`config.mk`:
```
export PLATFORM = sky130hd
export DESIGN_NAME = port_scheduler_top
export DESIGN_NICKNAME = d
export VERILOG_FILES = /design/src/verilog/sched_pkg.sv /design/src/verilog/port_scheduler_top.sv /design/src/verilog/priority_control.sv /design/src/verilog/req_tracker.sv /design/src/verilog/sched_axil_regs.sv
export VERILOG_INCLUDE_DIRS = /design/src /design/src/verilog
export SDC_FILE = /design/constraint.sdc
export NUM_CORES = 1
export LEC_CHECK = 0
export ABC_AREA = 0
export BUFFER_PORTS_ARGS = -buffer_cell sky130_fd_sc_hd__buf_2
export CORE_MARGIN = 10
export CORE_UTILIZATION = 55
export DETAILED_ROUTE_END_ITERATION = 12
export PLACE_DENSITY = 0.76
export SETUP_SLACK_MARGIN = 0.02
export SKIP_LAST_GASP = 1
export SLEW_MARGIN = 10
export SYNTH_ARGS = -nofsm -noshare
export SYNTH_HDL_FRONTEND = slang
export SYNTH_HIERARCHICAL = 1
export SYNTH_SLANG_ARGS = --single-unit
```
`constraint.sdc`:
```
create_clock -name clk -period 13.5 [get_ports clk]
set_input_delay 0.675 -clock clk [delete_from_list [all_inputs] [get_ports clk]]
set_output_delay 0.675 -clock clk [all_outputs]
set_load 0.005 [all_outputs]
```
`src/verilog/sched_cfg.svh`:
```
// scheduler configuration: port count, priority levels, counter depth, AXI widths
`ifndef SCHED_CFG_SVH
`define SCHED_CFG_SVH

// input ports feeding the one output port
`define SCHED_PORTS 8

// priority levels in fixed mode, weight levels in WRR mode
`define SCHED_PRI_LEVELS 8

// pending counters saturate here, excess enqueues are lost
`define SCHED_PEND_MAX 15

// host configuration bus
`define SCHED_AXI_ADDR_W 4
`define SCHED_AXI_DATA_W 32

`endif
```
`src/verilog/sched_pkg.sv`:
```
// scheduler package with the shared vector types and the AXI write FSM states
`include "sched_cfg.svh"

package sched_pkg;

    localparam int PORT_W = $clog2(`SCHED_PORTS);
    localparam int PRI_W  = $clog2(`SCHED_PRI_LEVELS);
    localparam int PEND_W = $clog2(`SCHED_PEND_MAX + 1);

    typedef logic [PORT_W-1:0]               port_idx_t;  // port number
    typedef logic [`SCHED_PORTS-1:0]         port_mask_t; // one bit per port
    typedef logic [PRI_W-1:0]                pri_t;       // priority or weight
    typedef logic [`SCHED_PORTS*PRI_W-1:0]   pri_vec_t;   // port n at bits 3n+2:3n
    typedef logic [PEND_W-1:0]               pend_cnt_t;

    typedef logic [`SCHED_AXI_ADDR_W-1:0]    axil_addr_t;
    typedef logic [`SCHED_AXI_DATA_W-1:0]    axil_data_t;

    // write channel: DATA waits for W after AW, ADDR waits for AW after W
    typedef enum logic [1:0] {
        AXW_IDLE,
        AXW_DATA,
        AXW_ADDR,
        AXW_RESP
    } axil_wr_state_t;

endpackage

```
`src/verilog/port_scheduler_top.sv`:
```
// output-port scheduler top joining the register block, request tracker and arbiter
`timescale 1ns/1ps

module port_scheduler_top import sched_pkg::*; (
    input  logic       clk,
    input  logic       rst_n,
    input  axil_addr_t s_axil_awaddr,
    input  logic       s_axil_awvalid,
    output logic       s_axil_awready,
    input  axil_data_t s_axil_wdata,
    input  logic       s_axil_wvalid,
    output logic       s_axil_wready,
    output logic [1:0] s_axil_bresp,
    output logic       s_axil_bvalid,
    input  logic       s_axil_bready,
    input  axil_addr_t s_axil_araddr,
    input  logic       s_axil_arvalid,
    output logic       s_axil_arready,
    output axil_data_t s_axil_rdata,
    output logic [1:0] s_axil_rresp,
    output logic       s_axil_rvalid,
    input  logic       s_axil_rready,
    input  port_mask_t enq,
    output port_idx_t  grant,
    output logic       grant_vld,
    input  logic       grant_rdy
);

    logic       arb_en;
    logic       scheme;
    pri_vec_t   priorities;
    port_mask_t req;
    port_mask_t pending;
    port_mask_t deq;

    sched_axil_regs u_regs (
        .clk            (clk),
        .rst_n          (rst_n),
        .s_axil_awaddr  (s_axil_awaddr),
        .s_axil_awvalid (s_axil_awvalid),
        .s_axil_awready (s_axil_awready),
        .s_axil_wdata   (s_axil_wdata),
        .s_axil_wvalid  (s_axil_wvalid),
        .s_axil_wready  (s_axil_wready),
        .s_axil_bresp   (s_axil_bresp),
        .s_axil_bvalid  (s_axil_bvalid),
        .s_axil_bready  (s_axil_bready),
        .s_axil_araddr  (s_axil_araddr),
        .s_axil_arvalid (s_axil_arvalid),
        .s_axil_arready (s_axil_arready),
        .s_axil_rdata   (s_axil_rdata),
        .s_axil_rresp   (s_axil_rresp),
        .s_axil_rvalid  (s_axil_rvalid),
        .s_axil_rready  (s_axil_rready),
        .pending        (pending),
        .arb_en         (arb_en),
        .scheme         (scheme),
        .priorities     (priorities)
    );

    req_tracker u_tracker (
        .clk     (clk),
        .rst_n   (rst_n),
        .enq     (enq),
        .deq     (deq),
        .req     (req),
        .pending (pending)
    );

    priority_control u_arb (
        .clk        (clk),
        .rst_n      (rst_n),
        .req        (req),
        .priorities (priorities),
        .scheme     (scheme),
        .arb_en     (arb_en),
        .grant      (grant),
        .grant_vld  (grant_vld),
        .grant_rdy  (grant_rdy),
        .deq        (deq)
    );

endmodule

```
`src/verilog/priority_control.sv`:
```
// fixed priority and WRR arbiter with a registered grant on a valid/ready pair
`timescale 1ns/1ps
`include "sched_cfg.svh"

module priority_control import sched_pkg::*; (
    input  logic       clk,
    input  logic       rst_n,
    input  port_mask_t req,
    input  pri_vec_t   priorities,
    input  logic       scheme,
    input  logic       arb_en,
    output port_idx_t  grant,
    output logic       grant_vld,
    input  logic       grant_rdy,
    output port_mask_t deq
);

    localparam int NP   = `SCHED_PORTS;
    localparam int PW   = $bits(pri_t);
    localparam int CR_W = PW + 1;  // credit can reach weight plus one

    pri_t            pri_fld [NP];
    port_idx_t       fix_pick;
    pri_t            fix_best;
    port_idx_t       wrr_ptr;
    logic [CR_W-1:0] wrr_credit;
    port_idx_t       wrr_next;
    logic            wrr_stay;
    port_idx_t       pick;
    logic            decide;
    logic            accept;

    always_comb begin
        for (int i = 0; i < NP; i++)
            pri_fld[i] = priorities[i*PW +: PW];
    end

    // descending scan with >= so equal levels fall to the lower index
    always_comb begin
        fix_pick = '0;
        fix_best = '0;
        for (int i = NP - 1; i >= 0; i--) begin
            if (req[i] && (pri_fld[i] >= fix_best)) begin
                fix_pick = port_idx_t'(i);
                fix_best = pri_fld[i];
            end
        end
    end

    // first requester after the pointer, wrapping back onto the pointer last
    always_comb begin
        wrr_next = wrr_ptr;
        for (int k = NP; k >= 1; k--) begin
            if (req[(int'(wrr_ptr) + k) % NP])
                wrr_next = port_idx_t'((int'(wrr_ptr) + k) % NP);
        end
    end

    assign wrr_stay = req[wrr_ptr] && (wrr_credit <= CR_W'(pri_fld[wrr_ptr]));

    assign pick   = scheme ? (wrr_stay ? wrr_ptr : wrr_next) : fix_pick;
    assign decide = !grant_vld && arb_en && (|req);
    assign accept = grant_vld && grant_rdy;

    always_ff @(posedge clk or posedge rst_n) begin
        if (rst_n) begin
            wrr_ptr    <= '0;
            wrr_credit <= '0;
        end else if (!arb_en) begin
            wrr_ptr    <= '0;  // restart from port 0 on re-enable
            wrr_credit <= '0;
        end else if (decide && scheme) begin
            if (wrr_stay) begin
                wrr_credit <= wrr_credit + 1'b1;
            end else begin
                wrr_ptr    <= wrr_next;
                wrr_credit <= CR_W'(1);
            end
        end
    end

    // a bubble follows every acceptance so the decremented count is seen
    always_ff @(posedge clk or posedge rst_n) begin
        if (rst_n)
            grant_vld <= 1'b0;
        else if (accept)
            grant_vld <= 1'b0;
        else if (decide)
            grant_vld <= 1'b1;
    end

    always_ff @(posedge clk) begin
        if (decide)
            grant <= pick;  // held under back-pressure
    end

    always_comb begin
        deq = '0;
        if (accept)
            deq[grant] = 1'b1;
    end

endmodule

```
`src/verilog/req_tracker.sv`:
```
// per-port saturating pending counters turning enqueue pulses into request lines
`timescale 1ns/1ps
`include "sched_cfg.svh"

module req_tracker import sched_pkg::*; (
    input  logic       clk,
    input  logic       rst_n,
    input  port_mask_t enq,
    input  port_mask_t deq,
    output port_mask_t req,
    output port_mask_t pending
);

    localparam pend_cnt_t PEND_MAX = pend_cnt_t'(`SCHED_PEND_MAX);

    pend_cnt_t cnt [`SCHED_PORTS];

    always_ff @(posedge clk or posedge rst_n) begin
        if (rst_n) begin
            for (int i = 0; i < `SCHED_PORTS; i++)
                cnt[i] <= '0;
        end else begin
            for (int i = 0; i < `SCHED_PORTS; i++) begin
                case ({enq[i], deq[i]})
                    2'b10: begin
                        if (cnt[i] != PEND_MAX)  // drop when full
                            cnt[i] <= cnt[i] + 1'b1;
                    end
                    2'b01: begin
                        if (cnt[i] != '0)
                            cnt[i] <= cnt[i] - 1'b1;
                    end
                    default: ;  // idle, or enq and deq cancel
                endcase
            end
        end
    end

    always_comb begin
        for (int i = 0; i < `SCHED_PORTS; i++)
            req[i] = (cnt[i] != '0);
    end

    // status view of the same mask
    assign pending = req;

endmodule

```
`src/verilog/sched_axil_regs.sv`:
```
// AXI4-Lite register block with ctrl and priority registers and a status readback
`timescale 1ns/1ps

module sched_axil_regs import sched_pkg::*; (
    input  logic       clk,
    input  logic       rst_n,
    input  axil_addr_t s_axil_awaddr,
    input  logic       s_axil_awvalid,
    output logic       s_axil_awready,
    input  axil_data_t s_axil_wdata,
    input  logic       s_axil_wvalid,
    output logic       s_axil_wready,
    output logic [1:0] s_axil_bresp,
    output logic       s_axil_bvalid,
    input  logic       s_axil_bready,
    input  axil_addr_t s_axil_araddr,
    input  logic       s_axil_arvalid,
    output logic       s_axil_arready,
    output axil_data_t s_axil_rdata,
    output logic [1:0] s_axil_rresp,
    output logic       s_axil_rvalid,
    input  logic       s_axil_rready,
    input  port_mask_t pending,
    output logic       arb_en,
    output logic       scheme,
    output pri_vec_t   priorities
);

    localparam axil_addr_t ADDR_CTRL   = 4'h0;
    localparam axil_addr_t ADDR_PRI    = 4'h4;
    localparam axil_addr_t ADDR_STATUS = 4'h8;
    localparam logic [1:0] RESP_OKAY   = 2'b00;

    axil_wr_state_t wr_state;
    axil_addr_t     wr_addr;      // AW captured ahead of W
    axil_data_t     wr_data;      // W captured ahead of AW
    axil_addr_t     wr_addr_eff;
    axil_data_t     wr_data_eff;
    axil_data_t     rd_mux;
    logic           aw_hs;
    logic           w_hs;
    logic           ar_hs;
    logic           wr_go;

    assign s_axil_awready = (wr_state == AXW_IDLE) || (wr_state == AXW_ADDR);
    assign s_axil_wready  = (wr_state == AXW_IDLE) || (wr_state == AXW_DATA);
    assign s_axil_bvalid  = (wr_state == AXW_RESP);
    assign s_axil_bresp   = RESP_OKAY;  // writes never fail, unmapped ones are dropped
    assign s_axil_rresp   = RESP_OKAY;

    assign aw_hs = s_axil_awvalid && s_axil_awready;
    assign w_hs  = s_axil_wvalid && s_axil_wready;
    assign ar_hs = s_axil_arvalid && s_axil_arready;

    // both halves present at this edge
    always_comb begin
        case (wr_state)
            AXW_IDLE: wr_go = aw_hs && w_hs;
            AXW_DATA: wr_go = w_hs;
            AXW_ADDR: wr_go = aw_hs;
            default:  wr_go = 1'b0;
        endcase
    end

    assign wr_addr_eff = (wr_state == AXW_DATA) ? wr_addr : s_axil_awaddr;
    assign wr_data_eff = (wr_state == AXW_ADDR) ? wr_data : s_axil_wdata;

    always_ff @(posedge clk or posedge rst_n) begin
        if (rst_n) begin
            wr_state <= AXW_IDLE;
        end else begin
            case (wr_state)
                AXW_IDLE: begin
                    if (wr_go)
                        wr_state <= AXW_RESP;
                    else if (aw_hs)
                        wr_state <= AXW_DATA;
                    else if (w_hs)
                        wr_state <= AXW_ADDR;
                end
                AXW_DATA, AXW_ADDR: begin
                    if (wr_go)
                        wr_state <= AXW_RESP;
                end
                AXW_RESP: begin
                    if (s_axil_bready)
                        wr_state <= AXW_IDLE;
                end
                default: wr_state <= AXW_IDLE;
            endcase
        end
    end

    always_ff @(posedge clk) begin
        if (aw_hs)
            wr_addr <= s_axil_awaddr;
        if (w_hs)
            wr_data <= s_axil_wdata;
    end

    // register file, status is not writable
    always_ff @(posedge clk or posedge rst_n) begin
        if (rst_n) begin
            arb_en     <= 1'b0;
            scheme     <= 1'b0;
            priorities <= '0;
        end else if (wr_go) begin
            case (wr_addr_eff)
                ADDR_CTRL: begin
                    arb_en <= wr_data_eff[0];
                    scheme <= wr_data_eff[1];  // 1 selects WRR
                end
                ADDR_PRI: priorities <= wr_data_eff[$bits(pri_vec_t)-1:0];
                default: ;
            endcase
        end
    end

    always_comb begin
        case (s_axil_araddr)
            ADDR_CTRL:   rd_mux = axil_data_t'({scheme, arb_en});
            ADDR_PRI:    rd_mux = axil_data_t'(priorities);
            ADDR_STATUS: rd_mux = axil_data_t'(pending);
            default:     rd_mux = '0;
        endcase
    end

    // one-entry read holding register
    assign s_axil_arready = !s_axil_rvalid;

    always_ff @(posedge clk or posedge rst_n) begin
        if (rst_n)
            s_axil_rvalid <= 1'b0;
        else if (ar_hs)
            s_axil_rvalid <= 1'b1;
        else if (s_axil_rready)
            s_axil_rvalid <= 1'b0;
    end

    always_ff @(posedge clk) begin
        if (ar_hs)
            s_axil_rdata <= rd_mux;
    end

endmodule

```
# --- Word level (Yosys, flattened, before mapping) ---
# Cells that the tools add are included.
classes:
  addsub: 25
  magnitude_cmp: 21
  eq_ne: 50
  muxes: 100
  bitwise: 9
  n_reduce_logical: 64
op_table:
  columns: ["op", "count"]
  rows:
  - ["3-bit 2-to-1 mux", 29]
  - ["4-bit 2-to-1 mux", 20]
  - ["24-bit one-hot mux with 3 select lines", 1]
  - ["4-bit one-hot mux with 2 select lines", 8]
  - ["4-bit by 5-bit less-than comparator with 1-bit output (second input constant)", 8]
  - ["2-bit by 1-bit inequality test with 1-bit output (second input constant)", 19]
  - ["4-bit by 1-bit adder with 4-bit output (second input constant)", 9]
  - ["4-bit inequality test (second input constant)", 8]
  - ["4-bit nonzero test", 8]
  - ["4-bit by 1-bit subtractor with 4-bit output (second input constant)", 8]
  - ["1-bit binary-select mux with 3-bit select", 9]
  - ["3-bit AND reduction", 9]
  - ["24-bit 2-to-1 mux", 1]
  - ["3-bit OR reduction", 8]
  - ["1-bit 2-to-1 mux", 22]
  - ["3-bit >= comparator", 7]
  - ["2-bit == test (second input constant)", 10]
  - ["2-bit nonzero test", 10]
  - ["2-bit by 1-bit == test with 1-bit output (second input constant)", 9]
  - ["1-bit logical AND", 18]
  - ["3-bit adder (second input constant)", 4]
  - ["2-bit 2-to-1 mux", 5]
  - ["3-bit binary-select mux with 3-bit select", 1]
  - ["1-bit bitwise AND (first input constant)", 8]
  - ["21 further kinds", 30]
word_totals:
  regBits: 132
  inputBits: 56
  output_inout_bits: 45
  elab_cells: 289

# --- Depth between registers and ports, before layout ---
logic_depth:
  ltp_word: 25
  depth_mapped: 49

# --- Cells and area by module ---
# Netlist, hierarchy kept.
modules_own_cells:
  columns: ["module", "n_inst", "cells_each", "area_per_inst_um2"]
  rows:
  - ["sched_axil_regs", 1, 226, 3619.7]
  - ["priority_control", 1, 290, 2327.2]
  - ["req_tracker", 1, 191, 2060.7]

# --- Worst setup path after synthesis ---
# OpenSTA, ideal clock, no wires.
synth_path:
  path_kind: "register -> register"
  start: "register u_tracker/cnt[1] in the netlist's numbering"
  end: "register u_arb.grant[2] (data pin)"
  setup_time_ps: 146
  t_arrival_ps: 9756
  t_required_ps: 13354
  path_slack_ps: 3598
  path_stages_with_launch: 50
  n_path_buf: 3
  period_less_slack_ps: 9902
  cell_sequence: "dfrtp_1 > buf_6 > nor4_4 > inv_1 > buf_4 > buf_2 > and2_1 > ha_1 > nor2b_4 > o21ai_2 > and2_4 > mux2_2 > ha_1 > nand2b_1 > inv_1 > a211oi_1 > o21ba_1 > o32a_1 > (+14 left out) > ha_1 > nand2b_1 > or2_2 > a41o_1 > mux2_2 > ha_1 > nand2b_1 > a21oi_1 > nor2b_1 > o21ai_1 > mux2_4 > ha_1 > nand2b_1 > a21o_1 > a21o_1 > a21oi_1 > nand4_1 > o2bb2ai_1"
synth_via:
  elab_chain_len: 25
synth_rtl:
  columns: ["item", "line", "source"]
  rows:
  - ["start, declared", "req_tracker.sv:16", "pend_cnt_t cnt [`SCHED_PORTS];"]
  - ["start signal, assigned by index", "req_tracker.sv:27", "cnt[i] <= cnt[i] + 1'b1;"]
  - ["start signal, assigned by index", "req_tracker.sv:31", "cnt[i] <= cnt[i] - 1'b1;"]
  - ["4-bit nonzero test (*)", "req_tracker.sv:41", "req[i] = (cnt[i] != '0);"]
  - ["net pending[7]", "port_scheduler_top.sv:33", "port_mask_t pending;"]
  - ["1-bit logical AND", "priority_control.sv:43", "if (req[i] && (pri_fld[i] >= fix_best)) begin"]
  - ["3-bit 2-to-1 mux", "priority_control.sv:43", null]
  - ["3-bit >= comparator", "priority_control.sv:43", null]
  - ["1-bit logical AND", "priority_control.sv:43", null]
  - ["3-bit 2-to-1 mux", "priority_control.sv:43", null]
  - ["3-bit >= comparator", "priority_control.sv:43", null]
  - ["(+11 left out)", null, null]
  - ["3-bit >= comparator", "priority_control.sv:43", null]
  - ["1-bit logical AND", "priority_control.sv:43", null]
  - ["3-bit 2-to-1 mux", "priority_control.sv:43", null]
  - ["3-bit >= comparator", "priority_control.sv:43", null]
  - ["1-bit logical AND", "priority_control.sv:43", null]
  - ["3-bit 2-to-1 mux", "priority_control.sv:43", null]
  - ["3-bit 2-to-1 mux (*)", "priority_control.sv:61", "assign pick = scheme ? (wrr_stay ? wrr_ptr : wrr_next) : fix_pick;"]
  - ["net u_arb.pick[2]", "priority_control.sv:29", "port_idx_t pick;"]
  - ["end signal, assigned", "priority_control.sv:94", "grant <= pick;"]
  - ["end, declared", "priority_control.sv:12", "output port_idx_t grant,"]
# The timed path passes the listed nets; every way through them passes the cells marked *. The select of a mux whose other input is x is not followed.
# A chain may end at the register's enable or synchronous reset.

# --- Worst setup path in the final report ---
# Same ends and word-level chain as after synthesis.

==> impl_metrics.ini <==
[synth]
synth_top_area_frac = 0.216
yosys-top-cells-area = dfrtp_1 (22%), edfxtp_1 (21%), mux2_4 (5.4%), mux2_2 (5.3%), ha_1 (5.0%)
synth_area_um2 = 8010
yosysTopAreaCell = dfrtp_1
ys_types = 75
syn_avg_cell_area_um2 = 11.3
yosys_warnings = 6
ys_seq_area_frac = 0.422
dominantRegCellSynth = dfrtp_1
ys_ff_latch = 124
synth_edf_count = 55
synth_cells = 707
async_reset_ff_frac = 0.556

[die]
initial_core_util = 0.555
die_h_um = 141
rows = 44
pin_count = 101
dieArea_um2 = 19800
fp.coreArea_um2 = 14400
dieWidth_um = 141

[setup_path]
start_kind = register
worstReg2RegEnd = u_arb/grant[2]
reg2reg_depth = 46
cp-startpoint = u_tracker/cnt[1]
ff2ff_setup_slack_ns = 2.45
critPathMaxStageDelay_ns = 0.47
end_kind = register
crit_type = reg -> reg
cp.required_ns = 13.76
crit_slowest_cell = dfrtp_1
cp_max_fo = 11
worstPathArrival_ns = 11.31
reg2reg_from = u_tracker/cnt[1]
cpMostUsedCell = ha_1

[sta]
fin_tns_setup_ns = 0
hold_violations = 0
rsz0062_at_grt = false
post-route-min-period_ns = 11.05
finClkSkew_ns = 0.00752
fmax_mhz = 90.5
post-route-period-util = 0.818
relSlewSlack = 0.241
worstMarginPinSlew_ns = 1.14
slew_viol_final = 0
setup_violations = 0

[clock_network]
cts_buffers = 17
cts_setup_buffers = 0
cts_tree = yes
clockBufferDepth = 2
cts_max_level = 4
clock-sinks = 124
cts-resized-gates = 0
ctsHoldBuffers = 0
clk_latency_ns = 0.42
clk_pin_slew_ns = 0.05
clock-root-buffer = clkbuf_16

[global_routing]
overflow = 0
grt_antenna_before_repair = 0
grt.total_usage = 0.184
grt_pass1_vias = 5925
grt_max_degree = 33
grt_first_pass_wirelength_um = 29900

[power_and_ir_drop]
finalPower_mw = 2.10
leakage_nw = 3.66
p_per_area_nw_per_um2 = 235
irDropWorstVdd_mv = 0.170

[detailed_routing]
vias = 5847
firstDrtPassIters = 6
dr.first_iter.drc_count = 348
ant_nets = 0
via_per_inst = 6.00
drc = 0
wl_per_cell_um = 18.9
wl_um = 18400

[place]
dp_hpwl_um = 13300
dp_cells = 942
gp_congestion = 0.898
port_buffers = 80

[final_layout]
seqCellArea_um2 = 3380
final-instance-count-excl-fill = 974
drive_gt1_frac = 0.289
area_growth_pct = 11.6
final_core_util = 0.620
num-nets-final = 865
multiInputGateArea_um2 = 4180
diodes = 0
fillCellCount = 1109

[run]
cap_violations = 0

[status]
status = finished, final reports clean

[min_path]
hp-class = in -> async
[Yosys cell counts (all sizes together), types with 2 or more instances]
cell type,number
a211oi,3
a21boi,2
a21o,6
a21oi,26
a22o,8
a22oi,4
a31oi,21
a41o,3
and2,21
and3,4
buf,34
clkbuf,12
dfrtp,69
edfxtp,55
ha,32
inv,44
mux2,67
mux2i,11
mux4,13
nand2,44
nand2b,23
nand3,11
nand3b,4
nand4,11
nor2,21
nor2b,15
nor3,7
nor3b,4
nor4,20
nor4b,2
o211ai,3
o21a,2
o21ai,38
o21bai,2
o22ai,3
o31ai,9
o32a,2
o32ai,2
o41ai,3
or2,3
xnor2,21
xor2,6
[cell type report]
type | count | area share
clock inverters | 14 | 0.0108
repair buffers | 86 | 0.0498
clock buffers | 18 | 0.0491
multi-input cells | 504 | 0.468
inverters | 44 | 0.0185
well taps | 184 | 0.0258
flip-flops and latches | 124 | 0.378
[registers in the layout (all words and copies together) (netlist names)]
name                  count
u_arb/grant               3
u_arb/grant_vld           1
u_arb/wrr_credit          4
u_arb/wrr_ptr             3
u_regs/arb_en             1
u_regs/priorities        24
u_regs/s_axil_rdata      24
u_regs/s_axil_rvalid      1
u_regs/scheme             1
u_regs/wr_addr            4
u_regs/wr_data           24
u_regs/wr_state           2
u_tracker/cnt            32
[critical path: cells and delay by family (launching register included)]
kind / cells / cell delay (ns)
buffers and inverters: 2 / 0.39
flip-flops: 1 / 0.47
AND/OR/NAND/NOR: 15 / 2.61
multiplexers: 5 / 1.67
AO/OA/AOI/OAI: 17 / 3.79
adder cells (fa/ha/maj): 7 / 1.93
[worst max path at each step]
| stage | to | slack [ns] | cells after the start |
|---|---|---|---|
| 6_report | u_arb/grant[2] | 2.45 | 46 |
| 5_1_grt | u_arb/grant[2] | 1.94 | 46 |
| 4_1_cts | u_arb/grant[2] | 2.61 | 46 |
| 3_5_place_dp | u_arb/grant[2] | 2.68 | 46 |
| 3_3_place_gp | u_arb/grant[2] | 3.01 | 46 |
| 2_1_floorplan | u_arb/grant[2] | 3.60 | 49 |
[power by group]
group	internal, mW	switching (mW)	total [mW]	leakage (nW)
registers	0.528	0.176	0.704	1.36
logic	0.505	0.488	0.993	2.06
clock network	0.238	0.169	0.407	0.245
[layer usage]
metal  vias to the layer above  routed length [um]  track usage
li1                       2754                   -            -
met1                      2878                8030        0.230
met2                       192                9160        0.306
met3                        23                1060       0.0490
met4                         0                 201       0.0543
met5                         -                   0            0
[cell usage in the layout, fill, tap and decap left out, types with 5 or more instances in the layout]
cell	Yosys	layout
clkbuf_16	0	17
a22o_1	8	8
a31oi_1	21	21
mux2_2	38	38
a21o_1	6	6
o21ai_0	27	27
mux2i_1	11	11
nand2_1	44	44
buf_2	4	80
a21oi_1	23	23
conb_1	1	12
o31ai_1	8	8
nand2b_1	23	23
mux2_4	29	29
clkinvlp_4	0	5
o21ai_2	7	7
nor2b_1	13	12
nand3_1	11	11
xor2_1	6	6
dfrtp_1	69	69
nor3_1	7	7
and2_1	20	20
buf_4	20	6
ha_1	32	32
nor2_1	21	21
edfxtp_1	55	55
mux4_2	13	13
nor4_1	11	11
nor4_4	8	8
inv_1	44	44
xnor2_1	21	21
nand4_1	11	11
[per-stage QoR]
| step | hold slack [ns] | area, um2 | setup slack (ns) |
|---|---|---|---|
| finish | 0.251 | 8940 | 2.45 |
| global route | 0.265 | 8940 | 1.94 |
| CTS | 0.245 | 8940 | 2.61 |
| detailed placement | 0.517 | 8400 | 2.68 |
| global placement | 0.507 | 8400 | 3.01 |
| floorplan | 0.485 | 8050 | 3.60 |
[logic make-up after synthesis]
| group | after synthesis | share of synthesized area |
|---|---|---|
| adders and majority gates | 32 | 0.0500 |
| xor gates and xnor gates | 27 | 0.0295 |
| and+or+nand+nor | 191 | 0.147 |
| DFF | 124 | 0.422 |
| other | 1 | 0.000468 |
| AOI/OAI and AO/OA | 151 | 0.131 |
| buffers and inverters | 90 | 0.0619 |
| muxes | 91 | 0.158 |
Note: power is estimated with default switching activity, not from simulation.
